### src/source/la_pkg.sv
package la_pkg;

    // register bus
    localparam int BUS_WIDTH = 16;

    // address map
    localparam logic [BUS_WIDTH-1:0] TRIG_BASE = 16'd0;
    localparam logic [BUS_WIDTH-1:0] CAP_BASE  = 16'd8;
    localparam logic [BUS_WIDTH-1:0] MEM_BASE  = 16'd16;
    localparam int TRIG_REGS = 8;
    localparam int CAP_REGS  = 3;

    // capture register offsets
    localparam int CAP_CTRL   = 0;
    localparam int CAP_STATUS = 1;
    localparam int CAP_COUNT  = 2;

    // sample buffer geometry
    localparam int SAMPLE_DEPTH       = 16;
    localparam int SAMPLE_WIDTH       = 7;
    localparam int SAMPLE_ADDR_WIDTH  = $clog2(SAMPLE_DEPTH);
    localparam int SAMPLE_COUNT_WIDTH = $clog2(SAMPLE_DEPTH + 1);

    typedef enum logic [3:0] {
        DISABLE  = 4'd0,
        RISING   = 4'd1,
        FALLING  = 4'd2,
        CHANGING = 4'd3,
        GT       = 4'd4,
        LT       = 4'd5,
        GEQ      = 4'd6,
        LEQ      = 4'd7,
        EQ       = 4'd8,
        NEQ      = 4'd9
    } trig_op_e;

    typedef enum logic [1:0] {
        IDLE      = 2'd0,
        ARMED     = 2'd1,
        CAPTURING = 2'd2,
        DONE      = 2'd3
    } cap_state_e;

endpackage

### src/source/probe_trigger.sv
`timescale 1ns/100ps

module probe_trigger import la_pkg::*; #(
    parameter int INPUT_WIDTH = 1
) (
    input  logic                   clk,
    input  logic                   arst_n_i,
    input  logic [INPUT_WIDTH-1:0] probe_i,
    input  trig_op_e               op_i,
    input  logic [INPUT_WIDTH-1:0] arg_i,
    output logic                   trig_o
);

    logic [INPUT_WIDTH-1:0] probe_prev;

    // last cycle's probe value for edge detection
    always_ff @(posedge clk or negedge arst_n_i) begin
        if (!arst_n_i) begin
            probe_prev <= '0;
        end else begin
            probe_prev <= probe_i;
        end
    end

    always_comb begin
        case (op_i)
            RISING: begin
                trig_o = !probe_prev[0] && probe_i[0];
            end
            FALLING: begin
                trig_o = probe_prev[0] && !probe_i[0];
            end
            CHANGING: begin
                trig_o = (probe_i != probe_prev);
            end
            // unsigned, probe on the left
            GT: begin
                trig_o = (probe_i > arg_i);
            end
            LT: begin
                trig_o = (probe_i < arg_i);
            end
            GEQ: begin
                trig_o = (probe_i >= arg_i);
            end
            LEQ: begin
                trig_o = (probe_i <= arg_i);
            end
            EQ: begin
                trig_o = (probe_i == arg_i);
            end
            NEQ: begin
                trig_o = (probe_i != arg_i);
            end
            // DISABLE and unused codes never fire
            default: begin
                trig_o = 1'b0;
            end
        endcase
    end

endmodule

### src/source/trigger_block.sv
`timescale 1ns/100ps

module trigger_block import la_pkg::*; (
    input  logic                    clk,
    input  logic                    arst_n_i,

    input  logic                    probe0_i,
    input  logic                    probe1_i,
    input  logic                    probe2_i,
    input  logic [3:0]              probe3_i,

    input  logic [BUS_WIDTH-1:0]    addr_i,
    input  logic [BUS_WIDTH-1:0]    wdata_i,
    input  logic [BUS_WIDTH-1:0]    rdata_i,
    input  logic                    rw_i,
    input  logic                    valid_i,

    output logic [BUS_WIDTH-1:0]    addr_o,
    output logic [BUS_WIDTH-1:0]    wdata_o,
    output logic [BUS_WIDTH-1:0]    rdata_o,
    output logic                    rw_o,
    output logic                    valid_o,

    output logic                    trig_o,
    output logic [SAMPLE_WIDTH-1:0] sample_o
);

    trig_op_e             op0, op1, op2, op3;
    logic                 arg0, arg1, arg2;
    logic [3:0]           arg3;
    logic [3:0]           probe_trig;

    logic [BUS_WIDTH-1:0] offset;
    logic                 hit;
    logic [BUS_WIDTH-1:0] reg_value;

    assign offset = addr_i - TRIG_BASE;
    assign hit    = valid_i && (offset < TRIG_REGS);

    // op/arg pairs, one per probe
    always_ff @(posedge clk or negedge arst_n_i) begin
        if (!arst_n_i) begin
            op0  <= DISABLE;
            op1  <= DISABLE;
            op2  <= DISABLE;
            op3  <= DISABLE;
            arg0 <= 1'b0;
            arg1 <= 1'b0;
            arg2 <= 1'b0;
            arg3 <= 4'd0;
        end else if (hit && rw_i) begin
            case (offset[2:0])
                3'd0: op0  <= trig_op_e'(wdata_i[3:0]);
                3'd1: arg0 <= wdata_i[0];
                3'd2: op1  <= trig_op_e'(wdata_i[3:0]);
                3'd3: arg1 <= wdata_i[0];
                3'd4: op2  <= trig_op_e'(wdata_i[3:0]);
                3'd5: arg2 <= wdata_i[0];
                3'd6: op3  <= trig_op_e'(wdata_i[3:0]);
                default: arg3 <= wdata_i[3:0];
            endcase
        end
    end

    always_comb begin
        case (offset[2:0])
            3'd0: reg_value = BUS_WIDTH'(op0);
            3'd1: reg_value = BUS_WIDTH'(arg0);
            3'd2: reg_value = BUS_WIDTH'(op1);
            3'd3: reg_value = BUS_WIDTH'(arg1);
            3'd4: reg_value = BUS_WIDTH'(op2);
            3'd5: reg_value = BUS_WIDTH'(arg2);
            3'd6: reg_value = BUS_WIDTH'(op3);
            default: reg_value = BUS_WIDTH'(arg3);
        endcase
    end

    always_ff @(posedge clk or negedge arst_n_i) begin
        if (!arst_n_i) begin
            valid_o <= 1'b0;
        end else begin
            valid_o <= valid_i;
        end
    end

    always_ff @(posedge clk) begin
        addr_o  <= addr_i;
        wdata_o <= wdata_i;
        rw_o    <= rw_i;
        if (hit && !rw_i) begin
            rdata_o <= reg_value;
        end else begin
            rdata_o <= rdata_i;
        end
    end

    probe_trigger #(.INPUT_WIDTH(1)) u_trig0 (
        .clk(clk), .arst_n_i(arst_n_i), .probe_i(probe0_i),
        .op_i(op0), .arg_i(arg0), .trig_o(probe_trig[0])
    );

    probe_trigger #(.INPUT_WIDTH(1)) u_trig1 (
        .clk(clk), .arst_n_i(arst_n_i), .probe_i(probe1_i),
        .op_i(op1), .arg_i(arg1), .trig_o(probe_trig[1])
    );

    probe_trigger #(.INPUT_WIDTH(1)) u_trig2 (
        .clk(clk), .arst_n_i(arst_n_i), .probe_i(probe2_i),
        .op_i(op2), .arg_i(arg2), .trig_o(probe_trig[2])
    );

    probe_trigger #(.INPUT_WIDTH(4)) u_trig3 (
        .clk(clk), .arst_n_i(arst_n_i), .probe_i(probe3_i),
        .op_i(op3), .arg_i(arg3), .trig_o(probe_trig[3])
    );

    // trig and sample leave together, same cycle
    always_ff @(posedge clk or negedge arst_n_i) begin
        if (!arst_n_i) begin
            trig_o <= 1'b0;
        end else begin
            trig_o <= |probe_trig;
        end
    end

    always_ff @(posedge clk) begin
        sample_o <= {probe3_i, probe2_i, probe1_i, probe0_i};
    end

endmodule

### src/source/capture_control.sv
`timescale 1ns/100ps

module capture_control import la_pkg::*; (
    input  logic                         clk,
    input  logic                         arst_n_i,

    input  logic [BUS_WIDTH-1:0]         addr_i,
    input  logic [BUS_WIDTH-1:0]         wdata_i,
    input  logic [BUS_WIDTH-1:0]         rdata_i,
    input  logic                         rw_i,
    input  logic                         valid_i,

    output logic [BUS_WIDTH-1:0]         addr_o,
    output logic [BUS_WIDTH-1:0]         wdata_o,
    output logic [BUS_WIDTH-1:0]         rdata_o,
    output logic                         rw_o,
    output logic                         valid_o,

    input  logic                         trig_i,
    input  logic [SAMPLE_WIDTH-1:0]      sample_i,

    output logic                         wr_en_o,
    output logic [SAMPLE_ADDR_WIDTH-1:0] wr_addr_o,
    output logic [SAMPLE_WIDTH-1:0]      wr_data_o
);

    cap_state_e                    state;
    logic [SAMPLE_COUNT_WIDTH-1:0] count;

    logic [BUS_WIDTH-1:0]          offset;
    logic                          hit;
    logic                          arm;
    logic [BUS_WIDTH-1:0]          reg_value;

    assign offset = addr_i - CAP_BASE;
    assign hit    = valid_i && (offset < CAP_REGS);
    assign arm    = hit && rw_i && (offset == CAP_CTRL) && wdata_i[0];

    // trigger cycle writes entry 0, then one entry per cycle
    assign wr_en_o   = ((state == ARMED) && trig_i) || (state == CAPTURING);
    assign wr_addr_o = count[SAMPLE_ADDR_WIDTH-1:0];
    assign wr_data_o = sample_i;

    always_ff @(posedge clk or negedge arst_n_i) begin
        if (!arst_n_i) begin
            state <= IDLE;
            count <= '0;
        end else begin
            case (state)
                IDLE, DONE: begin
                    if (arm) begin
                        state <= ARMED;
                        count <= '0;
                    end
                end
                ARMED: begin
                    if (trig_i) begin
                        state <= CAPTURING;
                        count <= count + 1'b1;
                    end
                end
                CAPTURING: begin
                    count <= count + 1'b1;
                    // last entry goes in this cycle
                    if (count == SAMPLE_COUNT_WIDTH'(SAMPLE_DEPTH - 1)) begin
                        state <= DONE;
                    end
                end
                default: begin
                    state <= IDLE;
                end
            endcase
        end
    end

    // control reads back as 0
    always_comb begin
        case (offset)
            BUS_WIDTH'(CAP_STATUS): reg_value = BUS_WIDTH'(state);
            BUS_WIDTH'(CAP_COUNT):  reg_value = BUS_WIDTH'(count);
            default:                reg_value = '0;
        endcase
    end

    always_ff @(posedge clk or negedge arst_n_i) begin
        if (!arst_n_i) begin
            valid_o <= 1'b0;
        end else begin
            valid_o <= valid_i;
        end
    end

    always_ff @(posedge clk) begin
        addr_o  <= addr_i;
        wdata_o <= wdata_i;
        rw_o    <= rw_i;
        if (hit && !rw_i) begin
            rdata_o <= reg_value;
        end else begin
            rdata_o <= rdata_i;
        end
    end

endmodule

### src/source/sample_mem.sv
`timescale 1ns/100ps

module sample_mem import la_pkg::*; (
    input  logic                         clk,
    input  logic                         arst_n_i,

    input  logic [BUS_WIDTH-1:0]         addr_i,
    input  logic [BUS_WIDTH-1:0]         wdata_i,
    input  logic [BUS_WIDTH-1:0]         rdata_i,
    input  logic                         rw_i,
    input  logic                         valid_i,

    output logic [BUS_WIDTH-1:0]         addr_o,
    output logic [BUS_WIDTH-1:0]         wdata_o,
    output logic [BUS_WIDTH-1:0]         rdata_o,
    output logic                         rw_o,
    output logic                         valid_o,

    input  logic                         wr_en_i,
    input  logic [SAMPLE_ADDR_WIDTH-1:0] wr_addr_i,
    input  logic [SAMPLE_WIDTH-1:0]      wr_data_i
);

    logic [SAMPLE_WIDTH-1:0] mem [SAMPLE_DEPTH];

    logic [BUS_WIDTH-1:0]    offset;
    logic                    hit;
    logic [BUS_WIDTH-1:0]    entry;

    assign offset = addr_i - MEM_BASE;
    assign hit    = valid_i && (offset < SAMPLE_DEPTH);

    // capture side port
    always_ff @(posedge clk) begin
        if (wr_en_i) begin
            mem[wr_addr_i] <= wr_data_i;
        end
    end

    // bus side sees the buffer read only
    assign entry = BUS_WIDTH'(mem[offset[SAMPLE_ADDR_WIDTH-1:0]]);

    always_ff @(posedge clk or negedge arst_n_i) begin
        if (!arst_n_i) begin
            valid_o <= 1'b0;
        end else begin
            valid_o <= valid_i;
        end
    end

    always_ff @(posedge clk) begin
        addr_o  <= addr_i;
        wdata_o <= wdata_i;
        rw_o    <= rw_i;
        if (hit && !rw_i) begin
            rdata_o <= entry;
        end else begin
            rdata_o <= rdata_i;
        end
    end

endmodule

### src/source/logic_analyzer.sv
`timescale 1ns/100ps

module logic_analyzer import la_pkg::*; (
    input  logic                 clk,
    input  logic                 arst_n_i,

    input  logic                 probe0_i,
    input  logic                 probe1_i,
    input  logic                 probe2_i,
    input  logic [3:0]           probe3_i,

    input  logic [BUS_WIDTH-1:0] addr_i,
    input  logic [BUS_WIDTH-1:0] wdata_i,
    input  logic                 rw_i,
    input  logic                 valid_i,

    output logic [BUS_WIDTH-1:0] addr_o,
    output logic [BUS_WIDTH-1:0] wdata_o,
    output logic [BUS_WIDTH-1:0] rdata_o,
    output logic                 rw_o,
    output logic                 valid_o
);

    // trigger_block to capture_control
    logic [BUS_WIDTH-1:0]         tc_addr, tc_wdata, tc_rdata;
    logic                         tc_rw, tc_valid;
    // capture_control to sample_mem
    logic [BUS_WIDTH-1:0]         cm_addr, cm_wdata, cm_rdata;
    logic                         cm_rw, cm_valid;

    logic                         trig;
    logic [SAMPLE_WIDTH-1:0]      sample;
    logic                         wr_en;
    logic [SAMPLE_ADDR_WIDTH-1:0] wr_addr;
    logic [SAMPLE_WIDTH-1:0]      wr_data;

    // head of the chain starts with empty read data
    trigger_block u_trigger (
        .clk(clk), .arst_n_i(arst_n_i),
        .probe0_i(probe0_i), .probe1_i(probe1_i),
        .probe2_i(probe2_i), .probe3_i(probe3_i),
        .addr_i(addr_i), .wdata_i(wdata_i), .rdata_i('0),
        .rw_i(rw_i), .valid_i(valid_i),
        .addr_o(tc_addr), .wdata_o(tc_wdata), .rdata_o(tc_rdata),
        .rw_o(tc_rw), .valid_o(tc_valid),
        .trig_o(trig), .sample_o(sample)
    );

    capture_control u_capture (
        .clk(clk), .arst_n_i(arst_n_i),
        .addr_i(tc_addr), .wdata_i(tc_wdata), .rdata_i(tc_rdata),
        .rw_i(tc_rw), .valid_i(tc_valid),
        .addr_o(cm_addr), .wdata_o(cm_wdata), .rdata_o(cm_rdata),
        .rw_o(cm_rw), .valid_o(cm_valid),
        .trig_i(trig), .sample_i(sample),
        .wr_en_o(wr_en), .wr_addr_o(wr_addr), .wr_data_o(wr_data)
    );

    sample_mem u_mem (
        .clk(clk), .arst_n_i(arst_n_i),
        .addr_i(cm_addr), .wdata_i(cm_wdata), .rdata_i(cm_rdata),
        .rw_i(cm_rw), .valid_i(cm_valid),
        .addr_o(addr_o), .wdata_o(wdata_o), .rdata_o(rdata_o),
        .rw_o(rw_o), .valid_o(valid_o),
        .wr_en_i(wr_en), .wr_addr_i(wr_addr), .wr_data_i(wr_data)
    );

endmodule

### config.mk
export PLATFORM = sky130hd
export DESIGN_NAME = logic_analyzer
export DESIGN_NICKNAME = d
export VERILOG_FILES = /design/src/source/la_pkg.sv /design/src/source/probe_trigger.sv /design/src/source/trigger_block.sv /design/src/source/capture_control.sv /design/src/source/sample_mem.sv /design/src/source/logic_analyzer.sv
export SDC_FILE = /design/constraint.sdc
export NUM_CORES = 1
export LEC_CHECK = 0
export BUFFER_PORTS_ARGS = -buffer_cell sky130_fd_sc_hd__clkbuf_2
export CAP_MARGIN = 40
export CELL_PAD_IN_SITES_DETAIL_PLACEMENT = 1
export CELL_PAD_IN_SITES_GLOBAL_PLACEMENT = 2
export CORE_MARGIN = 8
export CORE_UTILIZATION = 43
export CTS_CLUSTER_DIAMETER = 60
export DETAILED_ROUTE_END_ITERATION = 8
export PLACE_DENSITY = 0.83
export SLEW_MARGIN = 25
export SYNTH_ARGS = -nofsm -noshare
export SYNTH_HDL_FRONTEND = slang
export SYNTH_HIERARCHICAL = 1
export SYNTH_SLANG_ARGS = --single-unit
### constraint.sdc
create_clock -name clk -period 2.66 [get_ports clk]
set_clock_uncertainty 0.05 [all_clocks]
set_input_delay 0.532 -clock clk [delete_from_list [all_inputs] [get_ports clk]]
set_output_delay 0.532 -clock clk [all_outputs]
set_load 0.01 [all_outputs]
==> impl_metrics.env <==
export IMPL_synth_area_per_cell_um2=15.3
export IMPL_antenna_found_initial=0
export IMPL_async_flop_share_pct=13.4
export IMPL_dp_hpwl_um=16100
export IMPL_clock_fmax_mhz=439
export IMPL_path_max_fanout=21
export IMPL_max_slew_margin_rel_pct=50.7
export IMPL_crit_arrival_ns=2.58
export IMPL_clock_sinks=307
export IMPL_p_leak_nw=5.28
export IMPL_hold_class="input pin to flip-flop"
export IMPL_avgRoutedWirePerCell_um=19.3
export IMPL_ys_seq_elements=307
export IMPL_final_common_cell="dfxtp_1"
export IMPL_worst_pin_slew_ns=0.739
export IMPL_rsz0062_at_grt="no"
export IMPL_crit_path_top_delay_cell="o21ai_0"
export IMPL_tns_ns=0
export IMPL_setup_slack_ns=0.381
export IMPL_cp_start_kind="flip-flop"
export IMPL_max_stage_delay_ns=0.39
export IMPL_ys_flop_type="dfxtp_1"
export IMPL_grt_pass1_vias=6732
export IMPL_cts_made_buffers=34
export IMPL_cts_htree_levels=2
export IMPL_core_area_um2=25200
export IMPL_wirelength_um=23400
export IMPL_powerDensity_nw_per_um2=802
export IMPL_final_nets=925
export IMPL_cts_root_buf="clkbuf_16"
export IMPL_mostFrequentLayoutCells="153 x dfxtp_1, 112 x edfxtp_1, 92 x clkbuf_2, 41 x dfrtp_1, 37 x clkbuf_16"
export IMPL_io_buffers=92
export IMPL_firstDrtPassIters=4
export IMPL_yosysWarnings=6
export IMPL_outcome="finished clean"
export IMPL_cts_tree="done"
export IMPL_cp_end_kind="flip-flop"
export IMPL_viasPerCell=5.03
export IMPL_antenna_cells=0
export IMPL_cp_cell_sequence="inv_1, ha_1, nor4b_2, mux2i_1, a22o_1, nor3_2, buf_4, o21ai_0"
export IMPL_synth_area_um2=11000
export IMPL_vdd_drop_max_v=0.000498
export IMPL_postLayoutCoreUtil_pct=51.7
export IMPL_area_delta_synth_final_pct=18.2
export IMPL_cts_buffer_depth=3
export IMPL_pre_cts_ws_ns=0.242
export IMPL_synth_edf_count=112
export IMPL_worstSkewPairLatency_ns=0.50
export IMPL_grt_overflow_total=0
export IMPL_grt_total_usage_pct=15.3
export IMPL_rows=58
export IMPL_ys_seq_area_share_pct=67.8
export IMPL_gp_congestion=0.741
export IMPL_vias=6091
export IMPL_antenna_left=0
export IMPL_worst_ep_required_time_ns=2.96
export IMPL_hold_viol=0
export IMPL_slew_violations=0
export IMPL_grt_pass1_wl_um=37500
export IMPL_p_total_mw=10.4
export IMPL_dieArea_um2=31000
export IMPL_synthCells=721
export IMPL_fp_dieH_um=176
export IMPL_fp_dieW_um=176
export IMPL_period_minus_slack_ns=2.28
export IMPL_worstSetupPathType="flip-flop to flip-flop"
export IMPL_ys_types=75
export IMPL_io_pins=93
export IMPL_drive_gt1_share_pct=26.6
export IMPL_setup_violations=0
export IMPL_start_util_pct=43.8
export IMPL_drt_iter0_drc=276
export IMPL_drv_cap=0
export IMPL_min_period_over_period_pct=85.7
export IMPL_cts_reportedPaths_clkPinSlew_ns=0.06
export IMPL_grt_max_degree=30
export IMPL_drc_errors=0
metal layers:
metal / global-route usage, % / vias up / part of all wire, %
met5: 0 / - / 0
met4: 3.89 / 0 / 1.5
met3: 3.20 / 33 / 4.3
met2: 27.7 / 101 / 53
met1: 18.3 / 3076 / 42
li1: - / 2881 / -
flip-flops by register name, summed over array words and instances (netlist names), 2 cells and up:
register                      cells
u_trigger/op3                     4
u_trigger/u_trig3/probe_prev      4
u_mem/mem                       112
u_trigger/op2                     4
u_trigger/op1                     4
u_capture/count                   5
u_trigger/wdata_o                16
u_capture/state                   2
u_capture/rdata_o                16
u_capture/addr_o                 16
u_mem/wdata_o                    16
u_mem/addr_o                     16
u_mem/rdata_o                    16
u_trigger/addr_o                 16
u_trigger/arg3                    4
u_trigger/op0                     4
u_trigger/sample_o                7
u_trigger/rdata_o                16
u_capture/wdata_o                16
worst max-delay path, delay by kind of cell (launching register included):
kind            cells  cell delay [ns]
compound gates      2             0.65
flops               1             0.34
simple gates        2             0.32
buf+inv             2             0.30
fa+ha+maj           1             0.24
mux                 1             0.24
metrics by stage:
| stage | area (um^2) | instances | hold slack (ns) |
|---|---|---|---|
| after floorplan | 11100 | 736 | 0.186 |
| after global placement | 11900 | 1149 | 0.260 |
| after detailed placement | 11900 | 1149 | 0.263 |
| after CTS | 13000 | 1211 | 0.0639 |
| after global routing | 13000 | 1211 | 0.0671 |
| final | 13000 | 1211 | 0.0872 |
layout make-up:
type                       count  area, um^2
clock inverter                 8        60.1
sequential                   307        7470
inverter                      29         109
fill                        2461       12200
multi-input combinational    366        3240
timing repair buffer         118         671
tap                          330         413
clock buffer                  53        1060
Yosys cell counts, types with 6 or more instances:
cell	count	area share, %
o21ai_0	11	0.50
ha_1	26	3.0
inv_1	29	0.99
clkbuf_1	9	0.31
nand2_1	19	0.65
dfrtp_1	41	9.3
o211ai_1	6	0.41
mux4_2	17	3.5
buf_4	11	0.75
dfxtp_1	154	28
edfxtp_1	112	31
nand3_1	6	0.27
nor2b_1	19	1.1
and2_1	22	1.2
mux4_1	11	2.6
mux2_2	21	2.1
a21oi_1	13	0.59
nor3_1	21	0.95
nor2_1	28	0.95
nand2b_1	9	0.51
mux2i_1	26	2.4
final timing paths:
path                                       from                    to  slack (ns)  depth (start not counted)
min                                  wdata_i[6]  u_trigger/wdata_o[6]        0.09                          1
min reg2reg                u_trigger/wdata_o[7]  u_capture/wdata_o[7]        0.28                          0
min in group asynchronous              arst_n_i      u_trigger/op3[3]        0.46                          2
max reg2reg                 u_trigger/addr_o[3]  u_capture/rdata_o[3]        0.38                          8
max                         u_trigger/addr_o[3]  u_capture/rdata_o[3]        0.38                          8
max in group asynchronous              arst_n_i    u_capture/count[1]        1.36                          3
cells by family (layout without fill, tap and decap cells):
family | Yosys count | count (layout) | share of synthesized area (%)
AO/OA/AOI/OAI | 69 | 69 | 4.50
XOR/XNOR | 7 | 7 | 0.556
adder cells (fa/ha/maj) | 26 | 26 | 2.95
buffers and inverters | 63 | 208 | 3.28
flip-flops | 307 | 307 | 67.8
multiplexers | 82 | 82 | 11.5
other | 1 | 16 | 0.0340
AND/OR/NAND/NOR | 166 | 166 | 9.40
power breakdown:
group	internal (mW)	switching, mW	leakage, nW
Sequential	5.08	0.166	2.84
Combinational	0.278	0.383	1.90
Clock	2.75	1.79	0.544
Total	8.11	2.34	5.28
what timing repair did:
item	4_1_cts	5_1_grt
hold buffers	1	0
endpoints found under the setup margin	0	0
hold endpoints to repair	15	0
gates resized for setup	0	0
buffers inserted	0	0
Note: power is estimated with default switching activity, not from simulation.
